File: src/common/instr_pkg.sv
package instr_pkg;

  // --------------------------------------------------
  // Widths
  // --------------------------------------------------
  localparam int opcode_w = 7; // Opcode bits
  localparam int alu_op_w = 6; // ALU operation bits

  // --------------------------------------------------
  // Opcodes
  // --------------------------------------------------
  // Memory, stack and I/O
  localparam logic [opcode_w-1:0] op_lod    = 7'd0;  // Load acc from memory
  localparam logic [opcode_w-1:0] op_p_lod  = 7'd1;  // Push then load
  localparam logic [opcode_w-1:0] op_ldi    = 7'd2;  // Indirect load
  localparam logic [opcode_w-1:0] op_ili    = 7'd3;  // Indirect load, inverted address
  localparam logic [opcode_w-1:0] op_set    = 7'd4;  // Store acc to memory
  localparam logic [opcode_w-1:0] op_set_p  = 7'd5;  // Store then pop
  localparam logic [opcode_w-1:0] op_sti    = 7'd6;  // Indirect store
  localparam logic [opcode_w-1:0] op_isi    = 7'd7;  // Indirect store, inverted address
  localparam logic [opcode_w-1:0] op_psh    = 7'd8;
  localparam logic [opcode_w-1:0] op_pop    = 7'd9;
  localparam logic [opcode_w-1:0] op_inn    = 7'd10; // Input port read
  localparam logic [opcode_w-1:0] op_p_inn  = 7'd11; // Push then input
  localparam logic [opcode_w-1:0] op_out    = 7'd12; // Output port write

  // Jumps and calls, handled by the fetch logic
  localparam logic [opcode_w-1:0] op_jmp    = 7'd13;
  localparam logic [opcode_w-1:0] op_jiz    = 7'd14; // Jump if zero
  localparam logic [opcode_w-1:0] op_cal    = 7'd15;
  localparam logic [opcode_w-1:0] op_ret    = 7'd16;

  // Two-operand groups, memory form then stack form
  localparam logic [opcode_w-1:0] op_add    = 7'd17;
  localparam logic [opcode_w-1:0] op_s_add  = 7'd18;
  localparam logic [opcode_w-1:0] op_mlt    = 7'd21;
  localparam logic [opcode_w-1:0] op_s_mlt  = 7'd22;
  localparam logic [opcode_w-1:0] op_div    = 7'd25;
  localparam logic [opcode_w-1:0] op_s_div  = 7'd26;
  localparam logic [opcode_w-1:0] op_mod    = 7'd29;
  localparam logic [opcode_w-1:0] op_s_mod  = 7'd30;
  localparam logic [opcode_w-1:0] op_sgn    = 7'd31; // Copy sign
  localparam logic [opcode_w-1:0] op_s_sgn  = 7'd32;
  localparam logic [opcode_w-1:0] op_and    = 7'd62;
  localparam logic [opcode_w-1:0] op_s_and  = 7'd63;
  localparam logic [opcode_w-1:0] op_orr    = 7'd64;
  localparam logic [opcode_w-1:0] op_s_orr  = 7'd65;
  localparam logic [opcode_w-1:0] op_xor    = 7'd66;
  localparam logic [opcode_w-1:0] op_s_xor  = 7'd67;
  localparam logic [opcode_w-1:0] op_lan    = 7'd71; // Logical and
  localparam logic [opcode_w-1:0] op_s_lan  = 7'd72;
  localparam logic [opcode_w-1:0] op_lor    = 7'd73; // Logical or
  localparam logic [opcode_w-1:0] op_s_lor  = 7'd74;
  localparam logic [opcode_w-1:0] op_les    = 7'd78; // Less than
  localparam logic [opcode_w-1:0] op_s_les  = 7'd79;
  localparam logic [opcode_w-1:0] op_gre    = 7'd82; // Greater than
  localparam logic [opcode_w-1:0] op_s_gre  = 7'd83;
  localparam logic [opcode_w-1:0] op_equ    = 7'd86;
  localparam logic [opcode_w-1:0] op_s_equ  = 7'd87;
  localparam logic [opcode_w-1:0] op_shl    = 7'd88;
  localparam logic [opcode_w-1:0] op_s_shl  = 7'd89;
  localparam logic [opcode_w-1:0] op_shr    = 7'd90;
  localparam logic [opcode_w-1:0] op_s_shr  = 7'd91;
  localparam logic [opcode_w-1:0] op_srs    = 7'd92; // Arithmetic shift right
  localparam logic [opcode_w-1:0] op_s_srs  = 7'd93;

  // One-operand groups: acc, memory, push-memory
  localparam logic [opcode_w-1:0] op_neg    = 7'd35;
  localparam logic [opcode_w-1:0] op_neg_m  = 7'd36;
  localparam logic [opcode_w-1:0] op_p_neg_m = 7'd37;
  localparam logic [opcode_w-1:0] op_abs    = 7'd41;
  localparam logic [opcode_w-1:0] op_abs_m  = 7'd42;
  localparam logic [opcode_w-1:0] op_p_abs_m = 7'd43;
  localparam logic [opcode_w-1:0] op_pst    = 7'd47; // Clamp negative to zero
  localparam logic [opcode_w-1:0] op_pst_m  = 7'd48;
  localparam logic [opcode_w-1:0] op_p_pst_m = 7'd49;
  localparam logic [opcode_w-1:0] op_nrm    = 7'd53; // Divide by constant
  localparam logic [opcode_w-1:0] op_nrm_m  = 7'd54;
  localparam logic [opcode_w-1:0] op_p_nrm_m = 7'd55;
  localparam logic [opcode_w-1:0] op_inv    = 7'd68; // Bitwise invert
  localparam logic [opcode_w-1:0] op_inv_m  = 7'd69;
  localparam logic [opcode_w-1:0] op_p_inv_m = 7'd70;
  localparam logic [opcode_w-1:0] op_lin    = 7'd75; // Logical invert
  localparam logic [opcode_w-1:0] op_lin_m  = 7'd76;
  localparam logic [opcode_w-1:0] op_p_lin_m = 7'd77;

  localparam logic [opcode_w-1:0] op_nop    = 7'd94;

  // --------------------------------------------------
  // ALU operation codes
  // --------------------------------------------------
  localparam logic [alu_op_w-1:0] alu_none  = 6'd0;
  localparam logic [alu_op_w-1:0] alu_load  = 6'd1;  // Pass operand to acc
  localparam logic [alu_op_w-1:0] alu_add   = 6'd2;
  localparam logic [alu_op_w-1:0] alu_mlt   = 6'd4;
  localparam logic [alu_op_w-1:0] alu_div   = 6'd6;
  localparam logic [alu_op_w-1:0] alu_mod   = 6'd8;
  localparam logic [alu_op_w-1:0] alu_sgn   = 6'd9;
  localparam logic [alu_op_w-1:0] alu_neg   = 6'd11;
  localparam logic [alu_op_w-1:0] alu_neg_m = 6'd12;
  localparam logic [alu_op_w-1:0] alu_abs   = 6'd15;
  localparam logic [alu_op_w-1:0] alu_abs_m = 6'd16;
  localparam logic [alu_op_w-1:0] alu_pst   = 6'd19;
  localparam logic [alu_op_w-1:0] alu_pst_m = 6'd20;
  localparam logic [alu_op_w-1:0] alu_nrm   = 6'd23;
  localparam logic [alu_op_w-1:0] alu_nrm_m = 6'd24;
  localparam logic [alu_op_w-1:0] alu_and   = 6'd29;
  localparam logic [alu_op_w-1:0] alu_orr   = 6'd30;
  localparam logic [alu_op_w-1:0] alu_xor   = 6'd31;
  localparam logic [alu_op_w-1:0] alu_inv   = 6'd32;
  localparam logic [alu_op_w-1:0] alu_inv_m = 6'd33;
  localparam logic [alu_op_w-1:0] alu_lan   = 6'd34;
  localparam logic [alu_op_w-1:0] alu_lor   = 6'd35;
  localparam logic [alu_op_w-1:0] alu_lin   = 6'd36;
  localparam logic [alu_op_w-1:0] alu_lin_m = 6'd37;
  localparam logic [alu_op_w-1:0] alu_les   = 6'd38;
  localparam logic [alu_op_w-1:0] alu_gre   = 6'd40;
  localparam logic [alu_op_w-1:0] alu_equ   = 6'd42;
  localparam logic [alu_op_w-1:0] alu_shl   = 6'd43;
  localparam logic [alu_op_w-1:0] alu_shr   = 6'd44;
  localparam logic [alu_op_w-1:0] alu_srs   = 6'd45;

endpackage

File: src/source/alu_op_map.sv
module alu_op_map (
  input  logic                           clk,
  input  logic                           rst,
  input  logic [instr_pkg::opcode_w-1:0] opcode,
  output logic [instr_pkg::alu_op_w-1:0] alu_op
);

  logic [instr_pkg::alu_op_w-1:0] alu_next; // Code for the current opcode
  logic                           hold;     // Keep the previous code

  // --------------------------------------------------
  // Opcode to ALU operation table
  // --------------------------------------------------
  always_comb begin
    alu_next = instr_pkg::alu_none;
    hold     = 1'b0;
    case (opcode)
      // Memory and stack moves
      instr_pkg::op_lod,
      instr_pkg::op_p_lod,
      instr_pkg::op_ldi,
      instr_pkg::op_ili,
      instr_pkg::op_set_p,
      instr_pkg::op_pop:    alu_next = instr_pkg::alu_load;  // Acc takes the operand
      instr_pkg::op_set,
      instr_pkg::op_sti,
      instr_pkg::op_isi,
      instr_pkg::op_psh:    alu_next = instr_pkg::alu_none;  // Acc unchanged
      // I/O ports
      instr_pkg::op_inn,
      instr_pkg::op_p_inn,
      instr_pkg::op_out:    alu_next = instr_pkg::alu_none;
      // Flow control lives in the fetch stage
      instr_pkg::op_jmp,
      instr_pkg::op_jiz,
      instr_pkg::op_cal,
      instr_pkg::op_ret:    alu_next = instr_pkg::alu_none;

      // Arithmetic, memory and stack forms share a code
      instr_pkg::op_add, instr_pkg::op_s_add: alu_next = instr_pkg::alu_add;
      instr_pkg::op_mlt, instr_pkg::op_s_mlt: alu_next = instr_pkg::alu_mlt;
      instr_pkg::op_div, instr_pkg::op_s_div: alu_next = instr_pkg::alu_div;
      instr_pkg::op_mod, instr_pkg::op_s_mod: alu_next = instr_pkg::alu_mod;
      instr_pkg::op_sgn, instr_pkg::op_s_sgn: alu_next = instr_pkg::alu_sgn;
      // Bitwise logic
      instr_pkg::op_and, instr_pkg::op_s_and: alu_next = instr_pkg::alu_and;
      instr_pkg::op_orr, instr_pkg::op_s_orr: alu_next = instr_pkg::alu_orr;
      instr_pkg::op_xor, instr_pkg::op_s_xor: alu_next = instr_pkg::alu_xor;
      // Logical and compare
      instr_pkg::op_lan, instr_pkg::op_s_lan: alu_next = instr_pkg::alu_lan;
      instr_pkg::op_lor, instr_pkg::op_s_lor: alu_next = instr_pkg::alu_lor;
      instr_pkg::op_les, instr_pkg::op_s_les: alu_next = instr_pkg::alu_les;
      instr_pkg::op_gre, instr_pkg::op_s_gre: alu_next = instr_pkg::alu_gre;
      instr_pkg::op_equ, instr_pkg::op_s_equ: alu_next = instr_pkg::alu_equ;
      // Shifts
      instr_pkg::op_shl, instr_pkg::op_s_shl: alu_next = instr_pkg::alu_shl;
      instr_pkg::op_shr, instr_pkg::op_s_shr: alu_next = instr_pkg::alu_shr;
      instr_pkg::op_srs, instr_pkg::op_s_srs: alu_next = instr_pkg::alu_srs;

      // One-operand, push-memory reuses the memory code
      instr_pkg::op_neg:                          alu_next = instr_pkg::alu_neg;
      instr_pkg::op_neg_m, instr_pkg::op_p_neg_m: alu_next = instr_pkg::alu_neg_m;
      instr_pkg::op_abs:                          alu_next = instr_pkg::alu_abs;
      instr_pkg::op_abs_m, instr_pkg::op_p_abs_m: alu_next = instr_pkg::alu_abs_m;
      instr_pkg::op_pst:                          alu_next = instr_pkg::alu_pst;
      instr_pkg::op_pst_m, instr_pkg::op_p_pst_m: alu_next = instr_pkg::alu_pst_m;
      instr_pkg::op_nrm:                          alu_next = instr_pkg::alu_nrm;
      instr_pkg::op_nrm_m, instr_pkg::op_p_nrm_m: alu_next = instr_pkg::alu_nrm_m;
      instr_pkg::op_inv:                          alu_next = instr_pkg::alu_inv;
      instr_pkg::op_inv_m, instr_pkg::op_p_inv_m: alu_next = instr_pkg::alu_inv_m;
      instr_pkg::op_lin:                          alu_next = instr_pkg::alu_lin;
      instr_pkg::op_lin_m, instr_pkg::op_p_lin_m: alu_next = instr_pkg::alu_lin_m;

      instr_pkg::op_nop: hold = 1'b1;  // Bubble, ALU keeps going
      default:           hold = 1'b1;  // Float forms and unused codes
    endcase
  end

  // --------------------------------------------------
  // ALU operation register
  // --------------------------------------------------
  always_ff @(posedge clk) begin
    if (rst) begin
      alu_op <= instr_pkg::alu_none;
    end else if (!hold) begin
      alu_op <= alu_next;            // One cycle behind the opcode
    end
  end

endmodule

File: src/source/instr_dec.sv
module instr_dec #(
  parameter bit stack_en    = 1'b1, // Stack strobes present
  parameter bit io_en       = 1'b1, // I/O strobes present
  parameter bit indirect_en = 1'b1  // Indirect load/store present
) (
  input  logic                           clk,
  input  logic                           rst,
  input  logic [instr_pkg::opcode_w-1:0] opcode,
  output logic                           push,
  output logic                           pop,
  output logic                           mem_wr,
  output logic                           req_in,
  output logic                           out_en,
  output logic                           ldi,
  output logic                           sti,
  output logic                           fft,
  output logic [instr_pkg::alu_op_w-1:0] alu_op
);

  // Same-cycle control strobes
  strobe_decode #(
    .stack_en    (stack_en),
    .io_en       (io_en),
    .indirect_en (indirect_en)
  ) strobe_decode_i (
    .opcode (opcode),
    .push   (push),
    .pop    (pop),
    .mem_wr (mem_wr),
    .req_in (req_in),
    .out_en (out_en),
    .ldi    (ldi),
    .sti    (sti),
    .fft    (fft)
  );

  // Registered ALU operation
  alu_op_map alu_op_map_i (
    .clk    (clk),
    .rst    (rst),
    .opcode (opcode),
    .alu_op (alu_op)
  );

endmodule

File: src/source/strobe_decode.sv
module strobe_decode #(
  parameter bit stack_en    = 1'b1, // Data-stack push and pop
  parameter bit io_en       = 1'b1, // Input and output ports
  parameter bit indirect_en = 1'b1  // Indirect addressing
) (
  input  logic [instr_pkg::opcode_w-1:0] opcode,
  output logic                           push,
  output logic                           pop,
  output logic                           mem_wr,
  output logic                           req_in,
  output logic                           out_en,
  output logic                           ldi,
  output logic                           sti,
  output logic                           fft
);

  // --------------------------------------------------
  // Opcode matches
  // --------------------------------------------------
  logic is_p_lod;
  logic is_ldi;
  logic is_ili;
  logic is_set;
  logic is_set_p;
  logic is_sti;
  logic is_isi;
  logic is_psh;
  logic is_pop;
  logic is_inn;
  logic is_p_inn;
  logic is_out;
  logic is_p_mem; // Push-memory one-operand forms
  logic is_s_two; // Stack two-operand forms

  assign is_p_lod = opcode == instr_pkg::op_p_lod;
  assign is_ldi   = opcode == instr_pkg::op_ldi;
  assign is_ili   = opcode == instr_pkg::op_ili;
  assign is_set   = opcode == instr_pkg::op_set;
  assign is_set_p = opcode == instr_pkg::op_set_p;
  assign is_sti   = opcode == instr_pkg::op_sti;
  assign is_isi   = opcode == instr_pkg::op_isi;
  assign is_psh   = opcode == instr_pkg::op_psh;
  assign is_pop   = opcode == instr_pkg::op_pop;
  assign is_inn   = opcode == instr_pkg::op_inn;
  assign is_p_inn = opcode == instr_pkg::op_p_inn;
  assign is_out   = opcode == instr_pkg::op_out;

  assign is_p_mem = opcode inside {instr_pkg::op_p_neg_m, instr_pkg::op_p_abs_m,
                                   instr_pkg::op_p_pst_m, instr_pkg::op_p_nrm_m,
                                   instr_pkg::op_p_inv_m, instr_pkg::op_p_lin_m};

  assign is_s_two = opcode inside {instr_pkg::op_s_add, instr_pkg::op_s_mlt,
                                   instr_pkg::op_s_div, instr_pkg::op_s_mod,
                                   instr_pkg::op_s_sgn, instr_pkg::op_s_and,
                                   instr_pkg::op_s_orr, instr_pkg::op_s_xor,
                                   instr_pkg::op_s_lan, instr_pkg::op_s_lor,
                                   instr_pkg::op_s_les, instr_pkg::op_s_gre,
                                   instr_pkg::op_s_equ, instr_pkg::op_s_shl,
                                   instr_pkg::op_s_shr, instr_pkg::op_s_srs};

  // --------------------------------------------------
  // Strobes
  // --------------------------------------------------
  // P_INN pushes the port value, so it also needs the I/O group
  assign push = stack_en & (is_p_lod | is_psh | (io_en & is_p_inn) | is_p_mem);

  // STI and ISI consume the address from the stack
  assign pop  = stack_en & (is_set_p | is_pop | is_s_two |
                            (indirect_en & (is_sti | is_isi)));

  assign mem_wr = is_set | is_set_p | (indirect_en & (is_sti | is_isi));

  assign ldi = indirect_en & (is_ldi | is_ili); // Indirect read address
  assign sti = indirect_en & (is_sti | is_isi); // Indirect write address
  assign fft = indirect_en & (is_ili | is_isi); // Bit-reversed address

  assign req_in = io_en & (is_inn | is_p_inn);  // Input request
  assign out_en = io_en & is_out;

endmodule

File: config.mk
export PLATFORM = sky130hd
export DESIGN_NAME = instr_dec
export DESIGN_NICKNAME = d
export VERILOG_FILES = /design/src/common/instr_pkg.sv /design/src/source/alu_op_map.sv /design/src/source/instr_dec.sv /design/src/source/strobe_decode.sv
export SDC_FILE = /design/constraint.sdc
export NUM_CORES = 1
export LEC_CHECK = 0
export BUFFER_PORTS_ARGS = -buffer_cell sky130_fd_sc_hd__buf_2
export CAP_MARGIN = 20
export CORE_MARGIN = 2
export CORE_UTILIZATION = 50
export DETAILED_ROUTE_END_ITERATION = 16
export HOLD_SLACK_MARGIN = 0.08
export PLACE_DENSITY = 0.83
export SLEW_MARGIN = 25
export SYNTH_ARGS = -nofsm -noshare
export SYNTH_HDL_FRONTEND = slang
export SYNTH_HIERARCHICAL = 1
export SYNTH_SLANG_ARGS = --single-unit
File: constraint.sdc
create_clock -name clk -period 1.5 [get_ports clk]
set_input_delay 0.15 -clock clk [delete_from_list [all_inputs] [get_ports clk]]
set_output_delay 0.15 -clock clk [all_outputs]
set_load 0.01 [all_outputs]
Yosys cells after proc, flatten, opt, wreduce, memory -nomap -nowiden
Index checks and enable logic that the tools add are counted.
{"block": "totals", "ff_bits": 6, "out_inout_bits": 14, "word_cells": 107}
{"block": "classes", "n_eq_ne": 66, "mux": 1, "n_bitwise": 12, "n_reduce_logical": 27}
{"op": "$eq A7 B7 Y1 const B", "n": 26}
{"op": "$pmux W6 S29", "n": 1}
{"op": "$eq A7 B6 Y1 const B", "n": 15}
{"op": "$eq A7 B5 Y1 const B", "n": 10}
{"op": "$reduce_or A67 Y1", "n": 1}
{"op": "$eq A7 B4 Y1 const B", "n": 8}
{"op": "$reduce_or A2 Y1", "n": 22}
{"op": "$eq A7 B3 Y1 const B", "n": 4}
{"op": "$reduce_bool A16 Y1", "n": 1}
{"op": "$eq A7 B2 Y1 const B", "n": 2}
{"op": "$or A1 B1 Y1", "n": 12}
{"op": "$eq A7 B1 Y1 const B", "n": 1}
{"op": "$logic_not A7 Y1", "n": 1}
{"op": "$reduce_bool A6 Y1", "n": 1}
{"op": "$reduce_or A6 Y1", "n": 1}

Logic depth before layout (Yosys ltp)
Gate-level depths: netlist of the first run.
{"block": "depth", "ltp_word": 4, "depth_mapped": 8, "depth_no_buf": 5}

Hierarchy
Netlist of the first run, hierarchy kept.
{"mod": "alu_op_map", "instances": 1, "cells_per_inst": 112, "area_each_um2": 835.8}
{"mod": "strobe_decode", "instances": 1, "cells_per_inst": 55, "area_each_um2": 360.3}

Worst setup path before layout of the first run
OpenSTA, ideal clock, no wires.
{"block": "synth_path", "path_kind": "input -> register", "from": "in opcode[4] (netlist name)", "to": "reg alu_op_map_i/alu_op[1] (netlist name)", "t_arrival_ns": 1.537, "required_time_ns": 1.419, "slack_ns": -0.118, "path_stages": 6, "n_path_buf": 1, "path_cell_list": "buf_6 or3_4 and4b_4 a2111oi_4 nand3_1 a41oi_1"}
{"block": "synth_between", "elab_chain_len": 3, "word_cells_on_any_way": 92, "classes_between": "eq/ne (66); mux (1); reduce/logical (25)"}
{"element": "from (decl)", "line": "instr_dec.sv:8", "text": "input logic [instr_pkg::opcode_w-1:0] opcode,"}
{"element": "$eq A7 B4 Y1 (tied with other cells)", "line": "alu_op_map.sv:17", "text": "case (opcode)"}
{"element": "$reduce_or A6 Y1 or $reduce_or A2 Y1 (tied branches)"}
{"element": "$pmux W6 S29", "line": "alu_op_map.sv:17"}
{"element": "to (signal assigned)", "line": "alu_op_map.sv:84", "text": "alu_op <= instr_pkg::alu_none;"}
{"element": "to (signal assigned)", "line": "alu_op_map.sv:86", "text": "alu_op <= alu_next;"}
{"element": "to (decl)", "line": "alu_op_map.sv:5", "text": "output logic [instr_pkg::alu_op_w-1:0] alu_op"}
Several ways; a longest one is shown, not always the timed one.
A chain may end at the register's enable or synchronous reset.

Worst setup path after layout of the first run
{"block": "layout_path", "from": "in opcode[6] (netlist name)", "to": "out push"}
{"block": "layout_between", "elab_chain_len": 4, "word_cells_on_any_way": 13, "classes_between": "eq/ne (9); bitwise (3); reduce/logical (1)"}
{"element": "$eq A7 B1 Y1 or $eq A7 B4 Y1 (tied branches)", "line": "strobe_decode.sv:35, strobe_decode.sv:42"}
{"element": "$or A1 B1 Y1 (2 in series)", "line": "strobe_decode.sv:65", "text": "assign push = stack_en & (is_p_lod | is_psh | (io_en & is_p_inn) | is_p_mem);"}
{"element": "$or A1 B1 Y1 (*)", "line": "strobe_decode.sv:65"}
{"element": "to (decl)", "line": "instr_dec.sv:9", "text": "output logic push,"}
Every way passes the cells marked *; elsewhere a longest branch is shown, timed or not.

==> results.cfg, run 1 <==
[power]
leakage_nw = 0.8190
peakVddDrop_mv = 0.5240
power.density_mw_per_mm2 = 435.5

[cells_and_area]
largest_reg_flops = 6
reg_top3 = alu_op_map_i/alu_op: 6 flops
final_layout_size_suffix_gt1_frac = 0.4786
fin_nets = 245
fill_cells = 121
area_delta_synth_final_pct = 62.34
regMostFlops = alu_op_map_i/alu_op
layout_commonest_cell = buf_4
multi_input_area_sq_mm = 0.001030
mostFrequentLayoutCells = buf_4 (54), buf_2 (18), inv_1 (11)
regArea_sq_um = 120.1
antenna_cells = 0

[route]
wl_met2_mm = 2.409
drc = 0
wl_met1_mm = 1.957
vias_per_cell = 6.885
wl_per_cell_um = 20.47
vias = 1804
wl_mm = 5.364
drt_iter0_markers = 114
first_pass_iters = 6
wl_met3_um = 582
detail-route-antenna-nets = 0
dr.max_layer_used = met4

[clocking]
h-tree-depth = 1
clk_pin_slew_ps = 40
insertion_delay_ps = 240
clockRootBuffer = clkbuf_4
cts_made_buffers = 3
clockBufferDepth = 2
cts.sinks = 6
cts_tree = yes

[critical_path]
startpoint_type = input pin
end_kind = output pin
reg2reg_slack_ps = 710
path_class = in2out
cp.arrival_ps = 1460
crit_required_ps = 1350
path_max_fanout = 10

[logic_synthesis]
synthArstFlopShare = 0
synth_fp_nets = 176
ys_ff_latch = 6
ys_warn_count = 6
synth_flop_cell = dfxtp_1
synth.distinct_cells = 62
synth-edff-count = 0
syn_area_per_cell_sq_um = 7.163
netlist_instances = 167
synthesis.area_sq_mm = 0.001196
synth-seq-area-share = 0.1004

[timing]
setup_viol = 6
setup_tns_ps = -276.8
fmax_ghz = 0.6209
hold_slack_ps = 163.8
fin_skew_ps = 0
fin_crit_sh = 1.074
period_minus_slack_ps = 1611
finalHoldViolations = 0
tightest_slew_ps = 422.8
rsz0062_at_grt = true
setup_ws_ps = -110.6
finalMaxSlewViolations = 0
slew_headroom = 0.7181

[global_routing]
grt_pass1_wl_mm = 7.176
grt_usage = 0.3449
antenna_found_initial = 0
grt_pass1_vias = 1542
grt_max_degree = 15
grt-ovfl-total = 0

[die]
die_x_um = 52.91
start_util = 0.5356
die_h_um = 52.91
ioPinCount = 23
rows = 17
core_region_area_sq_mm = 0.002233
die_area_sq_mm = 0.002799

[place]
port_buffers = 22
hpwl_mm = 3.009
gp_congestion = 0.9283

[worst_hold_path]
hold_class = in2reg

[run_status]
violations = negative setup slack
status = complete, but fails checks

[run]
drv_cap = 0
## where the power goes
group          switching [mW]  internal, mW  leakage (nW)
Clock                  0.0570        0.0904        0.0138
Sequential            0.00667         0.173        0.0492
Combinational           0.269         0.249         0.756
## what timing repair did
action / in CTS / in global routing
hold buffers: 0 / 0
setup buffers: 3 / 10
setup endpoints to repair: 4 / 10
resized for setup: 11 / 32
gates cloned: 0 / 1
pin swaps: 4 / 21
## final timing paths
check | cells past startpoint | from | endpoint
worst max-delay path | 8 | opcode[6] | push
worst min-delay path | 2 | rst | alu_op_map_i/alu_op[1]
worst max register to register | 3 | alu_op_map_i/alu_op[0] | alu_op_map_i/alu_op[0]
worst min register to register | 2 | alu_op_map_i/alu_op[4] | alu_op_map_i/alu_op[4]
## cells in the mapped netlist, types with 2 or more instances
cell | n | share of area
inv_1 | 11 | 0.035
o21ai_0 | 10 | 0.042
buf_2 | 8 | 0.033
nand2_1 | 7 | 0.022
nand3_1 | 7 | 0.029
nor2_1 | 7 | 0.022
a21oi_1 | 6 | 0.025
clkbuf_1 | 6 | 0.019
dfxtp_1 | 6 | 0.10
nor4_1 | 6 | 0.031
a211oi_1 | 5 | 0.031
nor2b_1 | 5 | 0.026
a31oi_1 | 4 | 0.021
a41oi_1 | 4 | 0.029
buf_6 | 4 | 0.038
nand2b_1 | 4 | 0.021
nor3_1 | 4 | 0.017
nand3b_1 | 3 | 0.019
nand4_1 | 3 | 0.016
o21ai_1 | 3 | 0.013
xnor2_1 | 3 | 0.022
and3_1 | 2 | 0.010
and3b_1 | 2 | 0.015
clkbuf_2 | 2 | 0.0084
nor3b_1 | 2 | 0.013
o21a_1 | 2 | 0.013
o21bai_1 | 2 | 0.013
o22ai_1 | 2 | 0.010
o32ai_1 | 2 | 0.015
o32ai_2 | 2 | 0.027
or3_1 | 2 | 0.010
## worst max-delay path, cell delays in order
cell and delay (ps):
buf_2 120, buf_12 130, buf_4 160, nand2b_1 290, o32ai_4 220, a21oi_2 100, o32ai_2 120, buf_2 160
## metrics by stage
step	std cells	power (mW)	worst slack (ps)	area (sq um)	util
floorplan	167	0.4183	-39.13	1200	-
global placement	246	0.5687	-181.8	1604	0.7182
detailed placement	246	0.5795	-210.3	1604	0.7182
CTS	252	0.7436	-68.61	1700	0.7613
global route	262	0.8866	-142.7	1942	0.8695
finish	262	0.8457	-110.6	1942	0.8695
## metal layers
layer / GRT usage / vias up
li1: - / 771
met2: 0.5896 / 162
met1: 0.4397 / 818
met5: 0 / -
met3: 0.04237 / 53
met4: 0.1239 / 0
## area by class of cell
| type | count | share of cell area |
|---|---|---|
| Clock buffer | 3 | 0.01160 |
| Tap cell | 28 | 0.01804 |
| Inverter | 11 | 0.02126 |
| Sequential cell | 6 | 0.06186 |
| Timing Repair Buffer | 85 | 0.3570 |
| Multi-Input combinational cell | 129 | 0.5303 |
## cell families (layout without fill, tap and decap cells)
| kind of cell | Yosys count | after routing | share of synthesized area |
|---|---|---|---|
| AO/OA/AOI/OAI | 56 | 56 | 0.3598 |
| XOR/XNOR | 4 | 4 | 0.02929 |
| adder cells (fa/ha/maj) | 1 | 1 | 0.008369 |
| buffers and inverters | 32 | 99 | 0.1391 |
| flip-flops | 6 | 6 | 0.1004 |
| multiplexers | 1 | 1 | 0.008369 |
| AND/OR/NAND/NOR | 67 | 67 | 0.3546 |
No activity file was read; power rests on OpenSTA's default activity.
==> run 2: changes to the inputs <==
--- a/config.mk
+++ b/config.mk
@@ -10,6 +10,7 @@
 export CORE_MARGIN = 2
 export CORE_UTILIZATION = 50
 export DETAILED_ROUTE_END_ITERATION = 16
+export GPL_TIMING_DRIVEN = 0
 export HOLD_SLACK_MARGIN = 0.08
 export PLACE_DENSITY = 0.83
 export SLEW_MARGIN = 25
==> results.cfg, run 2 (synthesized netlist as in run 1, its figures left out) <==
[route]
first_pass_iters = 6
wl_mm = 4.015
vias_per_cell = 6.704
drc = 0
wl_per_cell_um = 17.46
vias = 1542
detail-route-antenna-nets = 0
drt_iter0_markers = 93

[critical_path]
crit_family = compound AO/OA/AOI/OAI gates
critical-path-slowest-cell = or4b_4
end_kind = flip-flop
path_class = in2reg
crit_required_ps = 1660
reg2reg_slack_ps = 720
path_cells = buf_8 > buf_6 > or4b_4 > a211oi_4 > a2111oi_4 > buf_4 > a31o_1 > a31oi_1
startpoint_type = input pin
cp.arrival_ps = 1760
rr_worst_depth = 3
cpPeakStageDelay_ps = 490
crit_buf_inv = 3
path_max_fanout = 8
worst-path-stages = 8

[timing]
finalMaxSlewViolations = 0
setup_tns_ps = -144.1
setup_viol = 4
period_minus_slack_ps = 1596
fin_skew_ps = 0
setup_ws_ps = -96.19
fmax_ghz = 0.6265
slew_headroom = 0.7050
finalHoldViolations = 0
tightest_slew_ps = 442.5
fin_crit_sh = 1.064
rsz0062_at_grt = true

[die]
die_x_um = 52.91
rows = 17
start_util = 0.5356
die_area_sq_mm = 0.002799
ioPinCount = 23
die_h_um = 52.91
core_region_area_sq_mm = 0.002233

[run_status]
violations = negative setup slack
status = complete, but fails checks

[power]
power.density_mw_per_mm2 = 457.9
peakVddDrop_mv = 0.4466
leakage_nw = 0.6183
p_total_mw = 0.7258

[clocking]
cts_tree = yes
cts_made_buffers = 3
insertion_delay_ps = 240
clockBufferDepth = 2
h-tree-depth = 1
clk_pin_slew_ps = 50
clockRootBuffer = clkbuf_4
cts.sinks = 6

[cells_and_area]
layout_commonest_cell = buf_2
antenna_cells = 0
fin_nets = 213
regArea_sq_um = 120.1
fill_cells = 165
regMostFlops = alu_op_map_i/alu_op
largest_reg_flops = 6
final_layout_size_suffix_gt1_frac = 0.3663
multi_input_area_sq_um = 996.0
reg_top3 = alu_op_map_i/alu_op: 6 flops
mostFrequentLayoutCells = buf_2 (23), buf_4 (15), inv_1 (11)
area_delta_synth_final_pct = 32.53

[global_routing]
grt_max_degree = 11
antenna_found_initial = 0
grt_pass1_wl_mm = 5.699
grt-ovfl-total = 0
grt_pass1_vias = 1255
grt_usage = 0.2686

[worst_hold_path]
hold_depth = 2
hold_class = in2reg

[place]
hpwl_mm = 2.478
place_ws_ps = -385.6
gp_congestion = 0.9568
port_buffers = 19

[run]
drv_cap = 0
## run 2: cell types whose count changed in the layout (fill, tap and decap cells not counted), moves of 2 or more
cell      delta
clkbuf_2     +2
buf_12       -2
clkbuf_1     +4
nor4_4       -2
buf_2        +5
buf_4       -39
nor4_1       +2
## run 2: worst reg2reg max path, stage by stage, from the launching register on
cell and delay [ps]:
dfxtp_1 310, inv_1 40, a31o_1 200, a31oi_1 150
## run 2: power breakdown
group          total, mW  internal [mW]  switching [mW]
clock              0.150         0.0906          0.0594
sequential         0.179          0.173         0.00617
combinational      0.397          0.174           0.223
## run 2: layer usage
| metal | wire, um | track usage |
|---|---|---|
| met1 | 1620 | 0.3588 |
| met2 | 1982 | 0.4563 |
| met3 | 371 | 0.02542 |
| met4 | 40 | 0.07265 |
| met5 | 0 | 0 |
## run 2: final timing paths
path                           from                     end
min reg2reg  alu_op_map_i/alu_op[4]  alu_op_map_i/alu_op[4]
max                       opcode[3]  alu_op_map_i/alu_op[0]
max reg2reg  alu_op_map_i/alu_op[0]  alu_op_map_i/alu_op[0]
min                             rst  alu_op_map_i/alu_op[3]
## run 2: cell type report
type	count	share of cell area
inverter	11	0.02605
buffer	20	0.08761
sequential	6	0.07577
timing repair buffer	33	0.1460
clock buffer	3	0.01421
multi-input combinational	129	0.6283
tap	28	0.02210
## run 2: timing repair
item	CTS	global route
hold buffers	0	0
hold endpoints to repair	0	0
pin swaps	6	5
setup buffers	9	5
resized for setup	15	17
endpoints found under the setup margin	8	8
## run 2: per-stage QoR
| stage | hold slack (ps) | utilization | cell area [sq um] | std cells |
|---|---|---|---|---|
| after global placement | 392.0 | 0.5955 | 1330 | 214 |
| after floorplan | 219.1 | - | 1200 | 167 |
| after CTS | 154.2 | 0.6616 | 1478 | 225 |
| after global routing | 159.6 | 0.7098 | 1585 | 230 |
| after detailed placement | 390.5 | 0.5955 | 1330 | 214 |
| final | 163.8 | 0.7098 | 1585 | 230 |
